===== src/include/cpu_defines.svh =====
`ifndef CPU_DEFINES_SVH
`define CPU_DEFINES_SVH

`define WORD_SIZE 16
`define NUM_REGS  4

// opcodes, instr[15:12]
`define OP_BNE   4'd0
`define OP_BEQ   4'd1
`define OP_BGZ   4'd2
`define OP_BLZ   4'd3
`define OP_ADI   4'd4
`define OP_ORI   4'd5
`define OP_LHI   4'd6
`define OP_LWD   4'd7
`define OP_SWD   4'd8
`define OP_JMP   4'd9
`define OP_JAL   4'd10
`define OP_RTYPE 4'd15

// function codes for R-type, instr[5:0]
`define FN_ADD 6'd0
`define FN_SUB 6'd1
`define FN_AND 6'd2
`define FN_ORR 6'd3
`define FN_NOT 6'd4
`define FN_TCP 6'd5
`define FN_SHL 6'd6
`define FN_SHR 6'd7
`define FN_JPR 6'd25
`define FN_JRL 6'd26
`define FN_WWD 6'd28
`define FN_HLT 6'd29

`endif


===== src/verilog/cpuPkg.sv =====
`include "cpu_defines.svh"

package cpuPkg;

    typedef logic [`WORD_SIZE-1:0] word_t;
    typedef logic [$clog2(`NUM_REGS)-1:0] regIdx_t;

    typedef enum logic [3:0] {
        ALU_ADD,
        ALU_SUB,
        ALU_AND,
        ALU_OR,
        ALU_NOT,
        ALU_TCP,
        ALU_SHL,
        ALU_SHR,
        ALU_LHI,
        ALU_PASSA  // link value, taken unforwarded
    } aluOp_t;

    typedef struct packed {
        logic  valid;
        word_t pcPlus1;
        word_t instr;
    } ifId_t;

    typedef struct packed {
        logic    valid;
        word_t   a;
        word_t   b;
        word_t   imm;
        regIdx_t rs;
        regIdx_t rt;
        regIdx_t rd;
        aluOp_t  aluOp;
        logic    useImm;
        logic    memRead;
        logic    memWrite;
        logic    regWrite;
        logic    memToReg;
        logic    isWwd;
        logic    isHalt;
    } idEx_t;

    typedef struct packed {
        logic    valid;
        word_t   aluResult;
        word_t   storeData;
        word_t   wwdVal;   // forwarded operand A
        regIdx_t rd;
        logic    memRead;
        logic    memWrite;
        logic    regWrite;
        logic    memToReg;
        logic    isWwd;
        logic    isHalt;
    } exMem_t;

    typedef struct packed {
        logic    valid;
        word_t   aluResult;
        word_t   loadData;
        word_t   wwdVal;
        regIdx_t rd;
        logic    regWrite;
        logic    memToReg;
        logic    isWwd;
        logic    isHalt;
    } memWb_t;

endpackage


===== src/verilog/fetchStage.sv =====
`timescale 1ns/1ps

module fetchStage (
    input  logic           clk,
    input  logic           reset,
    input  logic           stall,
    input  logic           redirect,
    input  cpuPkg::word_t  target,
    input  logic           halted,
    output cpuPkg::word_t  imemAddr,
    input  cpuPkg::word_t  imemData,
    output cpuPkg::ifId_t  ifId
);

    cpuPkg::word_t pc;

    assign imemAddr = pc;

    always_ff @(posedge clk) begin
        if (reset) begin
            pc <= '0;
            ifId.valid <= 1'b0;
        end else if (halted) begin
            ifId.valid <= 1'b0;  // pc frozen, only bubbles from here
        end else if (redirect) begin
            pc <= target;
            ifId.valid <= 1'b0;  // squash the wrong-path fetch
        end else if (!stall) begin
            pc <= pc + 1'b1;
            ifId.valid <= 1'b1;
            ifId.pcPlus1 <= pc + 1'b1;
            ifId.instr <= imemData;
        end
    end

endmodule


===== src/verilog/decodeStage.sv =====
`timescale 1ns/1ps
`include "cpu_defines.svh"

module decodeStage (
    input  logic             clk,
    input  logic             reset,
    input  cpuPkg::ifId_t    ifId,
    output cpuPkg::idEx_t    idEx,
    input  cpuPkg::exMem_t   exMem,
    output cpuPkg::regIdx_t  rsAddr,
    output cpuPkg::regIdx_t  rtAddr,
    input  cpuPkg::word_t    rsData,
    input  cpuPkg::word_t    rtData,
    output logic             stall,
    output logic             redirect,
    output cpuPkg::word_t    target
);

    logic [3:0] op;
    logic [5:0] fn;
    cpuPkg::regIdx_t rs;
    cpuPkg::regIdx_t rt;
    cpuPkg::word_t signExt;
    cpuPkg::word_t zeroExt;
    cpuPkg::idEx_t ctrl;
    logic isBranch;
    logic isJump;
    logic isJumpReg;
    logic isLink;
    logic takeBranch;
    logic loadUse;
    logic srcHazard;

    assign op = ifId.instr[`WORD_SIZE-1:12];
    assign fn = ifId.instr[5:0];
    assign rs = ifId.instr[11:10];
    assign rt = ifId.instr[9:8];
    assign signExt = {{8{ifId.instr[7]}}, ifId.instr[7:0]};
    assign zeroExt = {8'b0, ifId.instr[7:0]};
    assign rsAddr = rs;
    assign rtAddr = rt;

    always_comb begin
        ctrl = '0;
        ctrl.a = rsData;
        ctrl.b = rtData;
        ctrl.imm = signExt;
        ctrl.rs = rs;
        ctrl.rt = rt;
        ctrl.rd = rt;  // I-type target
        ctrl.aluOp = cpuPkg::ALU_ADD;
        isBranch = 1'b0;
        isJump = 1'b0;
        isJumpReg = 1'b0;
        isLink = 1'b0;
        takeBranch = 1'b0;
        case (op)
            `OP_BNE: begin
                isBranch = 1'b1;
                takeBranch = rsData != rtData;
            end
            `OP_BEQ: begin
                isBranch = 1'b1;
                takeBranch = rsData == rtData;
            end
            `OP_BGZ: begin
                isBranch = 1'b1;
                takeBranch = !rsData[`WORD_SIZE-1] && rsData != '0;
            end
            `OP_BLZ: begin
                isBranch = 1'b1;
                takeBranch = rsData[`WORD_SIZE-1];
            end
            `OP_ADI: begin
                ctrl.useImm = 1'b1;
                ctrl.regWrite = 1'b1;
            end
            `OP_ORI, `OP_LHI: begin
                ctrl.imm = zeroExt;
                ctrl.aluOp = (op == `OP_ORI) ? cpuPkg::ALU_OR : cpuPkg::ALU_LHI;
                ctrl.useImm = 1'b1;
                ctrl.regWrite = 1'b1;
            end
            `OP_LWD: begin
                ctrl.useImm = 1'b1;
                ctrl.memRead = 1'b1;
                ctrl.regWrite = 1'b1;
                ctrl.memToReg = 1'b1;
            end
            `OP_SWD: begin
                ctrl.useImm = 1'b1;
                ctrl.memWrite = 1'b1;
            end
            `OP_JMP: isJump = 1'b1;
            `OP_JAL: begin
                isJump = 1'b1;
                isLink = 1'b1;
            end
            `OP_RTYPE: begin
                ctrl.rd = ifId.instr[7:6];
                case (fn)
                    `FN_ADD: ctrl.regWrite = 1'b1;
                    `FN_SUB, `FN_AND, `FN_ORR, `FN_NOT, `FN_TCP, `FN_SHL, `FN_SHR: begin
                        ctrl.regWrite = 1'b1;
                        case (fn)
                            `FN_SUB: ctrl.aluOp = cpuPkg::ALU_SUB;
                            `FN_AND: ctrl.aluOp = cpuPkg::ALU_AND;
                            `FN_ORR: ctrl.aluOp = cpuPkg::ALU_OR;
                            `FN_NOT: ctrl.aluOp = cpuPkg::ALU_NOT;
                            `FN_TCP: ctrl.aluOp = cpuPkg::ALU_TCP;
                            `FN_SHL: ctrl.aluOp = cpuPkg::ALU_SHL;
                            default: ctrl.aluOp = cpuPkg::ALU_SHR;
                        endcase
                    end
                    `FN_WWD: ctrl.isWwd = 1'b1;
                    `FN_JPR: isJumpReg = 1'b1;
                    `FN_JRL: begin
                        isJumpReg = 1'b1;
                        isLink = 1'b1;
                    end
                    `FN_HLT: ctrl.isHalt = 1'b1;
                    default: ;
                endcase
            end
            default: ;
        endcase
        if (isLink) begin  // r2 <= pc + 1
            ctrl.rd = 2'd2;
            ctrl.a = ifId.pcPlus1;
            ctrl.aluOp = cpuPkg::ALU_PASSA;
            ctrl.regWrite = 1'b1;
        end
    end

    // load result not ready for execute yet
    assign loadUse = idEx.valid && idEx.memRead && (idEx.rd == rs || idEx.rd == rt);

    // compare in decode needs sources already in the register file
    assign srcHazard = (isBranch || isJumpReg) &&
        ((idEx.valid && idEx.regWrite && (idEx.rd == rs || idEx.rd == rt)) ||
         (exMem.valid && exMem.regWrite && (exMem.rd == rs || exMem.rd == rt)));

    assign stall = ifId.valid && (loadUse || srcHazard);
    assign redirect = ifId.valid && !stall && (takeBranch || isJump || isJumpReg);

    assign target = isJumpReg ? rsData :
                    isJump    ? {ifId.pcPlus1[`WORD_SIZE-1:12], ifId.instr[11:0]} :
                                ifId.pcPlus1 + signExt;

    always_ff @(posedge clk) begin
        if (reset) begin
            idEx.valid <= 1'b0;
        end else begin
            idEx <= ctrl;
            idEx.valid <= ifId.valid && !stall;  // bubble when held or empty
        end
    end

endmodule


===== src/verilog/regFile.sv =====
`timescale 1ns/1ps
`include "cpu_defines.svh"

module regFile (
    input  logic                          clk,
    input  logic                          reset,
    input  logic [$clog2(`NUM_REGS)-1:0]  rsAddr,
    input  logic [$clog2(`NUM_REGS)-1:0]  rtAddr,
    input  logic [$clog2(`NUM_REGS)-1:0]  wrAddr,
    input  logic [`WORD_SIZE-1:0]         wrData,
    input  logic                          wrEn,
    output logic [`WORD_SIZE-1:0]         rsData,
    output logic [`WORD_SIZE-1:0]         rtData
);

    logic [`WORD_SIZE-1:0] regs [`NUM_REGS];

    // write-before-read, writeback value seen by decode this cycle
    function automatic logic [`WORD_SIZE-1:0] readPort(
        input logic [$clog2(`NUM_REGS)-1:0] addr,
        input logic [`WORD_SIZE-1:0] stored
    );
        return (wrEn && wrAddr == addr) ? wrData : stored;
    endfunction

    always_comb begin
        rsData = readPort(rsAddr, regs[rsAddr]);
        rtData = readPort(rtAddr, regs[rtAddr]);
    end

    always_ff @(posedge clk) begin
        if (reset) begin
            for (int i = 0; i < `NUM_REGS; i++) begin
                regs[i] <= '0;
            end
        end else if (wrEn) begin
            regs[wrAddr] <= wrData;
        end
    end

endmodule


===== src/verilog/executeStage.sv =====
`timescale 1ns/1ps

module executeStage (
    input  logic            clk,
    input  logic            reset,
    input  cpuPkg::idEx_t   idEx,
    input  cpuPkg::memWb_t  memWb,
    input  cpuPkg::word_t   wbData,
    output cpuPkg::exMem_t  exMem
);

    cpuPkg::word_t fwdA;
    cpuPkg::word_t fwdB;
    cpuPkg::word_t opA;
    cpuPkg::word_t opB;
    cpuPkg::word_t result;

    // newest producer wins
    function automatic cpuPkg::word_t pickOperand(
        input cpuPkg::regIdx_t src,
        input cpuPkg::word_t decoded
    );
        if (exMem.valid && exMem.regWrite && exMem.rd == src) begin
            return exMem.aluResult;
        end else if (memWb.valid && memWb.regWrite && memWb.rd == src) begin
            return wbData;
        end
        return decoded;
    endfunction

    always_comb begin
        fwdA = pickOperand(idEx.rs, idEx.a);
        fwdB = pickOperand(idEx.rt, idEx.b);
        opA = (idEx.aluOp == cpuPkg::ALU_PASSA) ? idEx.a : fwdA;  // link comes from decode
        opB = idEx.useImm ? idEx.imm : fwdB;
    end

    always_comb begin
        case (idEx.aluOp)
            cpuPkg::ALU_ADD: result = opA + opB;
            cpuPkg::ALU_SUB: result = opA - opB;
            cpuPkg::ALU_AND: result = opA & opB;
            cpuPkg::ALU_OR:  result = opA | opB;
            cpuPkg::ALU_NOT: result = ~opA;
            cpuPkg::ALU_TCP: result = ~opA + 1'b1;
            cpuPkg::ALU_SHL: result = opA << 1;
            cpuPkg::ALU_SHR: result = {opA[$bits(opA)-1], opA[$bits(opA)-1:1]};  // arithmetic
            cpuPkg::ALU_LHI: result = {opB[7:0], 8'b0};
            default:         result = opA;
        endcase
    end

    always_ff @(posedge clk) begin
        if (reset) begin
            exMem.valid <= 1'b0;
        end else begin
            exMem.valid <= idEx.valid;
            exMem.aluResult <= result;
            exMem.storeData <= fwdB;
            exMem.wwdVal <= fwdA;
            exMem.rd <= idEx.rd;
            exMem.memRead <= idEx.memRead;
            exMem.memWrite <= idEx.memWrite;
            exMem.regWrite <= idEx.regWrite;
            exMem.memToReg <= idEx.memToReg;
            exMem.isWwd <= idEx.isWwd;
            exMem.isHalt <= idEx.isHalt;
        end
    end

endmodule


===== src/verilog/memWbStage.sv =====
`timescale 1ns/1ps

module memWbStage (
    input  logic            clk,
    input  logic            reset,
    input  cpuPkg::exMem_t  exMem,
    output logic            dmemRead,
    output logic            dmemWrite,
    output cpuPkg::word_t   dmemAddr,
    output cpuPkg::word_t   dmemWData,
    input  cpuPkg::word_t   dmemRData,
    output cpuPkg::memWb_t  memWb,
    output cpuPkg::word_t   wbData,
    output cpuPkg::word_t   numInst,
    output cpuPkg::word_t   outputPort,
    output logic            outputValid,
    output logic            halted
);

    logic active;

    // nothing younger than a HLT may act
    assign active = exMem.valid && !halted && !(memWb.valid && memWb.isHalt);

    assign dmemRead = active && exMem.memRead;
    assign dmemWrite = active && exMem.memWrite;
    assign dmemAddr = exMem.aluResult;
    assign dmemWData = exMem.storeData;

    assign wbData = memWb.memToReg ? memWb.loadData : memWb.aluResult;
    assign outputPort = memWb.wwdVal;
    assign outputValid = memWb.valid && memWb.isWwd;

    always_ff @(posedge clk) begin
        if (reset) begin
            memWb.valid <= 1'b0;
            numInst <= '0;
            halted <= 1'b0;
        end else begin
            memWb.valid <= active;
            memWb.aluResult <= exMem.aluResult;
            memWb.loadData <= dmemRData;
            memWb.wwdVal <= exMem.wwdVal;
            memWb.rd <= exMem.rd;
            memWb.regWrite <= exMem.regWrite;
            memWb.memToReg <= exMem.memToReg;
            memWb.isWwd <= exMem.isWwd;
            memWb.isHalt <= exMem.isHalt;
            numInst <= numInst + memWb.valid;  // one retire per cycle at most
            if (memWb.valid && memWb.isHalt) begin
                halted <= 1'b1;
            end
        end
    end

endmodule


===== src/verilog/cpuCore.sv =====
`timescale 1ns/1ps

module cpuCore (
    input  logic           clk,
    input  logic           reset,
    output cpuPkg::word_t  imemAddr,
    input  cpuPkg::word_t  imemData,
    output logic           dmemRead,
    output logic           dmemWrite,
    output cpuPkg::word_t  dmemAddr,
    output cpuPkg::word_t  dmemWData,
    input  cpuPkg::word_t  dmemRData,
    output cpuPkg::word_t  numInst,
    output cpuPkg::word_t  outputPort,
    output logic           outputValid,
    output logic           halted
);

    cpuPkg::ifId_t ifId;
    cpuPkg::idEx_t idEx;
    cpuPkg::exMem_t exMem;
    cpuPkg::memWb_t memWb;
    cpuPkg::word_t target;
    cpuPkg::word_t rsData;
    cpuPkg::word_t rtData;
    cpuPkg::word_t wbData;
    cpuPkg::regIdx_t rsAddr;
    cpuPkg::regIdx_t rtAddr;
    logic stall;
    logic redirect;

    fetchStage fetch_i (
        .clk      (clk),
        .reset    (reset),
        .stall    (stall),
        .redirect (redirect),
        .target   (target),
        .halted   (halted),
        .imemAddr (imemAddr),
        .imemData (imemData),
        .ifId     (ifId)
    );

    decodeStage decode_i (
        .clk      (clk),
        .reset    (reset),
        .ifId     (ifId),
        .idEx     (idEx),
        .exMem    (exMem),
        .rsAddr   (rsAddr),
        .rtAddr   (rtAddr),
        .rsData   (rsData),
        .rtData   (rtData),
        .stall    (stall),
        .redirect (redirect),
        .target   (target)
    );

    regFile regs_i (
        .clk    (clk),
        .reset  (reset),
        .rsAddr (rsAddr),
        .rtAddr (rtAddr),
        .wrAddr (memWb.rd),
        .wrData (wbData),
        .wrEn   (memWb.valid && memWb.regWrite),
        .rsData (rsData),
        .rtData (rtData)
    );

    executeStage execute_i (
        .clk    (clk),
        .reset  (reset),
        .idEx   (idEx),
        .memWb  (memWb),
        .wbData (wbData),
        .exMem  (exMem)
    );

    memWbStage memWb_i (
        .clk         (clk),
        .reset       (reset),
        .exMem       (exMem),
        .dmemRead    (dmemRead),
        .dmemWrite   (dmemWrite),
        .dmemAddr    (dmemAddr),
        .dmemWData   (dmemWData),
        .dmemRData   (dmemRData),
        .memWb       (memWb),
        .wbData      (wbData),
        .numInst     (numInst),
        .outputPort  (outputPort),
        .outputValid (outputValid),
        .halted      (halted)
    );

endmodule


===== config.mk =====
export PLATFORM = sky130hd
export DESIGN_NAME = cpuCore
export DESIGN_NICKNAME = d
export VERILOG_FILES = /design/src/verilog/cpuPkg.sv /design/src/verilog/fetchStage.sv /design/src/verilog/decodeStage.sv /design/src/verilog/regFile.sv /design/src/verilog/executeStage.sv /design/src/verilog/memWbStage.sv /design/src/verilog/cpuCore.sv
export VERILOG_INCLUDE_DIRS = /design/src /design/src/include
export SDC_FILE = /design/constraint.sdc
export NUM_CORES = 1
export LEC_CHECK = 0
export ABC_AREA = 1
export BUFFER_PORTS_ARGS = -buffer_cell sky130_fd_sc_hd__buf_4
export CAP_MARGIN = 5
export CORE_MARGIN = 2
export CORE_UTILIZATION = 30
export DETAILED_ROUTE_END_ITERATION = 6
export GPL_ROUTABILITY_DRIVEN = 0
export PLACE_DENSITY = 0.5
export SLEW_MARGIN = 25
export SYNTH_ARGS = -nofsm -noshare
export SYNTH_HDL_FRONTEND = slang
export SYNTH_SLANG_ARGS = --single-unit

===== constraint.sdc =====
create_clock -name clk -period 9.9 [get_ports clk]
set_input_delay 0.495 -clock clk [delete_from_list [all_inputs] [get_ports clk]]
set_output_delay 0.495 -clock clk [all_outputs]
set_load 0.1 [all_outputs]

== After elaboration in Yosys (flattened, before gate mapping) ==
Memories as Yosys holds them, arrays and structs flattened. A register that Yosys moved wholly into a read port is not among the register bits.
Cells that the tools add are included.

* Flip-flop bits (word level): 235
* Memory bits (writable): 64
* Input bits: 34
* Output and inout port bits: 84
* Logic and storage cells: 199
* Memories: 1

{| class="wikitable"
|+ Memories
! name !! words !! bits a word !! read ports !! clocked after memory_dff !! write ports !! RTL line !! RTL
|-
| regs_i.regs || 4 || 16 || 2 || 2 || 4 || regFile.sv:16 || <nowiki>logic [`WORD_SIZE-1:0] regs [`NUM_REGS];</nowiki>
|}

* Add/sub/neg operators: 6
* Equal/unequal tests: 44
* Multiplexer cells: 50
* Bitwise logic cells: 7
* Reduce and logical (&&, ||, !) cells: 51

{| class="wikitable"
|+ Operators with widths
! kind !! count
|-
| 2-to-1 mux 16 bit || 17
|-
| one-hot mux 16 bit (9 select lines) || 1
|-
| adder 16 x 1 -> 16 bit, second input constant || 2
|-
| adder 16 bit || 2
|-
| == test 4 x 3 -> 1 bit, second input constant || 8
|-
| == test 4 bit, second input constant || 6
|-
| == test 6 x 3 -> 1 bit, second input constant || 4
|-
| == test 6 x 5 -> 1 bit, second input constant || 4
|-
| logical AND 1 bit || 24
|-
| 2-to-1 mux 1 bit || 21
|-
| == test 2 bit || 10
|-
| one-hot mux 3 bit (6 select lines) || 1
|-
| adder 16 x 1 -> 16 bit || 1
|-
| AND 16 bit || 1
|-
| == test 16 bit || 1
|-
| == test 4 x 2 -> 1 bit, second input constant || 4
|-
| inequality test 16 bit || 1
|-
| NOT 16 bit || 1
|-
| bitwise OR 16 bit || 1
|-
| nonzero test 16 bit || 1
|-
| OR reduction 16 bit || 1
|-
| subtractor 16 bit || 1
|-
| == test 6 x 2 -> 1 bit, second input constant || 2
|-
| == test 4 x 1 -> 1 bit, second input constant || 2
|-
| other kinds (21) || 41
|}

== Depth between registers and ports, before layout ==
* Depth in word-level cells: 14
* Depth in mapped cells: 27
* Depth with buffers taken out: 26

== By module ==
A second synthesis with hierarchy kept.

* Cell total of the unflattened synthesis: 2481
* Area total of the unflattened synthesis: 19642.6 µm²

{| class="wikitable"
|+ By module, submodules not included
! module !! instances !! cells an instance !! area an instance (µm²) !! seq. area each (µm²)
|-
| executeStage || 1 || 896 || 6190.9 || 1701.6
|-
| regFile || 1 || 599 || 4194.0 || 1921.8
|-
| decodeStage || 1 || 525 || 4086.4 || 1731.7
|-
| memWbStage || 1 || 256 || 3095.5 || 1981.9
|-
| fetchStage || 1 || 203 || 2068.2 || 1301.2
|-
| cpuCore || 1 || 2 || 7.5 || 0.0
|}

== Worst setup path before layout ==
OpenSTA, ideal clock, no wires.

* Path type: input-to-reg
* Start: input port reset
* End: memory regs_i.regs[2][0] in the netlist's numbering (enable)
* Setup time: 0.804 ns
* Data arrival time: 8.391 ns
* Data required time: 9.096 ns
* Path slack: 0.705 ns
* Stages: 4
* Buffers on the path: 2
* Cell sequence: clkbuf_1 inv_1 clkbuf_1 o21ai_0

{| class="wikitable"
|+ RTL lines
! what !! RTL line !! RTL
|-
| from (decl) || cpuCore.sv:5 || <nowiki>input logic reset,</nowiki>
|-
| to (decl) || regFile.sv:16 ||
|}

== Worst setup path after layout ==
* Start: register execute_i.exMem[7] (netlist name)
* End: register execute_i.exMem[52] (netlist name)

* Cells in the longest elaborated chain, start to end: 8
* Elaborated cells between the ends (all ways): 19
* Classes of those cells: add/sub (3); eq/ne (2); mux (9); bitwise (3); reduce/logical (2)

{| class="wikitable"
|+ Ends and longest elaborated chain
! what !! RTL line !! RTL
|-
| == test 2 bit || executeStage.sv:23 || <nowiki>if (exMem.valid && exMem.regWrite && exMem.rd == src) begin</nowiki>
|-
| logical AND 1 bit || executeStage.sv:23 ||
|-
| 2-to-1 mux 16 bit or 2-to-1 mux 1 bit (tied branches) || executeStage.sv:23 ||
|-
| 2-to-1 mux 16 bit || executeStage.sv:28 || <nowiki>return decoded;</nowiki>
|-
| 2-to-1 mux 16 bit || executeStage.sv:34 || <nowiki>opA = (idEx.aluOp == cpuPkg::ALU_PASSA) ? idEx.a : fwdA;</nowiki>
|-
| NOT 16 bit || executeStage.sv:44, executeStage.sv:45 ||
|-
| adder 16 x 1 -> 16 bit || executeStage.sv:45 || <nowiki>cpuPkg::ALU_TCP: result = ~opA + 1'b1;</nowiki>
|-
| one-hot mux 16 bit (9 select lines) (*) || executeStage.sv:39 || <nowiki>case (idEx.aluOp)</nowiki>
|-
| named net execute_i.result[12] || executeStage.sv:16 || <nowiki>cpuPkg::word_t result;</nowiki>
|}

The timed path passes the listed nets; every way through them passes the cells marked *.
A chain may end at the register's enable or synchronous reset.

==> results.json <==
{
  "cts_tree": "yes",
  "tns_ps": 0,
  "leakagePower_nw": 9.40,
  "path_class": "flop to flop",
  "synth_cell_types": 55,
  "die_x_um": 255,
  "cap_violations": 0,
  "die_y_um": 255,
  "pin_count": 118,
  "peakVddDrop_v": 0.000110,
  "antenna_found_initial": 1,
  "gr-total-overflow": 0,
  "fin_skew_ps": 22.6,
  "hp-class": "input port to flop",
  "syn_area_per_cell_um2": 7.80,
  "core-area_mm2": 0.0626,
  "grt_usage_pct": 19.5,
  "grt_pass1_wl_mm": 96.9,
  "grt_pass1_vias": 16200,
  "ys_warn_count": 0,
  "outcome": "completed",
  "synth.area.mux_share_pct": 0,
  "vias": 17000,
  "avgViaCountPerCell": 5.07,
  "area_growth_pct": 13.5,
  "cp-end-kind": "flop",
  "synth-compound-area-share_pct": 9.47,
  "port_buffers": 117,
  "syn_area_mm2": 0.0189,
  "cts_hold_repair.buffers": 0,
  "final_cell_mix": "711 x nand2_1, 262 x edfxtp_1, 260 x inv_1",
  "path_clk_slew_ps": 60,
  "min_period_ps": 5340,
  "cts.sinks": 303,
  "cts_resized": 0,
  "synth-xor-area-share_pct": 2.45,
  "drt_wl_total_mm": 63.6,
  "htree_num_levels": 2,
  "syn_nets": 2500,
  "finalWorstSetupSlack_ps": 4560,
  "cp_data_arrival_time_ps": 5650,
  "drc": 0,
  "drive_above_1_share_pct": 11.4,
  "holdPathStages": 1,
  "dieArea_mm2": 0.0650,
  "synth_top_family_by_area": "simple AND/OR/NAND/NOR gates",
  "cts.path.max_buffers": 3,
  "worstRegToRegCells": 23,
  "finalHoldViolations": 0,
  "firstDrtPassIters": 5,
  "netlist_instances": 2424,
  "synth-seq-cells": 303,
  "hpwl_mm": 46.8,
  "crit_fanout": 28,
  "root_buffer": "clkbuf_16",
  "rsz0062_at_grt": "no",
  "antenna_left": 0,
  "wire_per_inst_um": 19.0,
  "drv_slew": 0,
  "finalNetCount": 2543,
  "cp.required_ps": 10200,
  "powerDensity_mw_per_mm2": 196,
  "pre_cts_ws_ps": 4460,
  "yosys.area_share.simple_pct": 29.5,
  "synthAdderAreaFrac_pct": 2.86,
  "final_common_cell": "nand2_1",
  "max_freq_mhz": 187,
  "cts_setup_buffers": 0,
  "period_share_pct": 54.0,
  "setup.worst_path.start_class": "flop",
  "max_slew_margin_pct": 33.9,
  "setup_viol": 0,
  "initialDrtViolationCount": 1578,
  "grt_max_degree": 79,
  "seq_area_frac_synth_pct": 46.0,
  "tightestPinTransition_ps": 992,
  "numCtsBuffers": 37,
  "start_util_pct": 30.2,
  "clk_latency_ps": 570,
  "rows": 92
}
-- power breakdown --
part           internal (W)  switching, W  leakage [nW]
sequential          0.00152     0.0000891          2.96
combinational      0.000308      0.000888          5.84
clock              0.000832      0.000572         0.605
total               0.00266       0.00155          9.40
-- path summary, 6_finish.rpt --
| check | start | endpoint | slack [ps] |
|---|---|---|---|
| hold / removal | dmemRData[7] | memWb_i.memWb[29] | 110 |
| setup reg to reg | execute_i.exMem[7] | execute_i.exMem[52] | 4560 |
| hold reg to reg | execute_i.exMem[0] | memWb_i.memWb[0] | 420 |
| setup / recovery | execute_i.exMem[7] | execute_i.exMem[52] | 4560 |
-- cell families after synthesis --
kind of cell,count (synthesis)
buffers and inverters,412
DFF,303
adders and majority gates,42
AOI/OAI and AO/OA,300
and+or+nand+nor,1315
xor gates and xnor gates,52
-- per-stage QoR --
step | cell area [um^2] | total power [W] | utilization, % | hold WS (ps) | instances
floorplan | 18900 | 0.00249 | - | 400 | 2424
global placement | 20200 | 0.00281 | 32.3 | 403 | 3274
detailed placement | 20200 | 0.00282 | 32.3 | 405 | 3274
CTS | 21400 | 0.00423 | 34.2 | 71.4 | 3341
global route | 21500 | 0.00441 | 34.3 | 81.4 | 3341
finish | 21500 | 0.00421 | 34.3 | 109 | 3342
-- registers in the layout, summed over array words and instances (netlist names), named ones only --
signal              count
fetch_i.imemAddr       16
regs_i.regs            64
execute_i.exMem        56
decode_i.idEx          58
memWb_i.outputPort     16
fetch_i.ifId           33
memWb_i.halted          1
memWb_i.numInst        16
memWb_i.memWb          39
-- area by class of cell --
class | instances | area [um^2]
Fill cell | 6636 | 41200
Sequential cell | 303 | 8690
Multi-Input combinational cell | 1709 | 8390
Tap cell | 846 | 1060
Inverter | 280 | 1060
Timing Repair Buffer | 136 | 1020
Clock buffer | 46 | 1010
Clock inverter | 21 | 224
Antenna cell | 1 | 2.50
-- synth_stat cells, drive strengths merged --
library cell / count / area (um^2)
a211oi: 7 / 52.6
a21boi: 4 / 30.0
a21o: 1 / 7.51
a21oi: 99 / 514
a221oi: 2 / 17.5
a22oi: 5 / 37.5
a31oi: 4 / 25.0
a32o: 1 / 10.0
buf: 98 / 664
clkbuf: 34 / 129
clkinv: 8 / 30.0
dfxtp: 41 / 821
edfxtp: 262 / 7870
fa: 2 / 40.0
ha: 40 / 500
inv: 272 / 1020
nand2: 720 / 2730
nand3: 255 / 1290
nand3b: 6 / 45.0
nand4: 23 / 174
nor2: 239 / 937
nor2b: 1 / 6.26
nor3: 47 / 235
nor4: 3 / 18.8
o2111ai: 6 / 52.6
o211ai: 13 / 103
o21a: 3 / 22.5
o21ai: 124 / 707
o21bai: 2 / 15.0
o221ai: 3 / 26.3
o22ai: 21 / 131
o2bb2ai: 1 / 8.76
o31ai: 4 / 30.0
or2: 21 / 131
xnor2: 15 / 139
xor2: 37 / 324
-- worst max-delay path, cell delays in order (launching register included) --
cell and delay [ps]:
edfxtp_1 520, xnor2_2 350, nand3_2 490, nand2_2 310
inv_2 130, nand2_1 100, nand3_1 120, nand2_1 260
ha_1 270, o21ai_0 400, fa_1 300, nand3_1 80
nand3_1 120, nand2_1 60, o21ai_0 480, inv_1 80
o21ai_0 300, nand3_1 110, nand2_1 120, nand3_1 110
nand2_1 80, a21oi_1 60, a21oi_1 150, a21oi_1 80
-- per-layer routing --
| layer | part of all wire [%] | GRT usage, % | vias up |
|---|---|---|---|
| li1 | - | - | 8084 |
| met5 | 0 | 0 | - |
| met1 | 44 | 27.2 | 7967 |
| met3 | 8.1 | 3.06 | 126 |
| met2 | 44 | 30.4 | 781 |
| met4 | 3.4 | 7.28 | 0 |
Power figures use the tool's default switching activity.
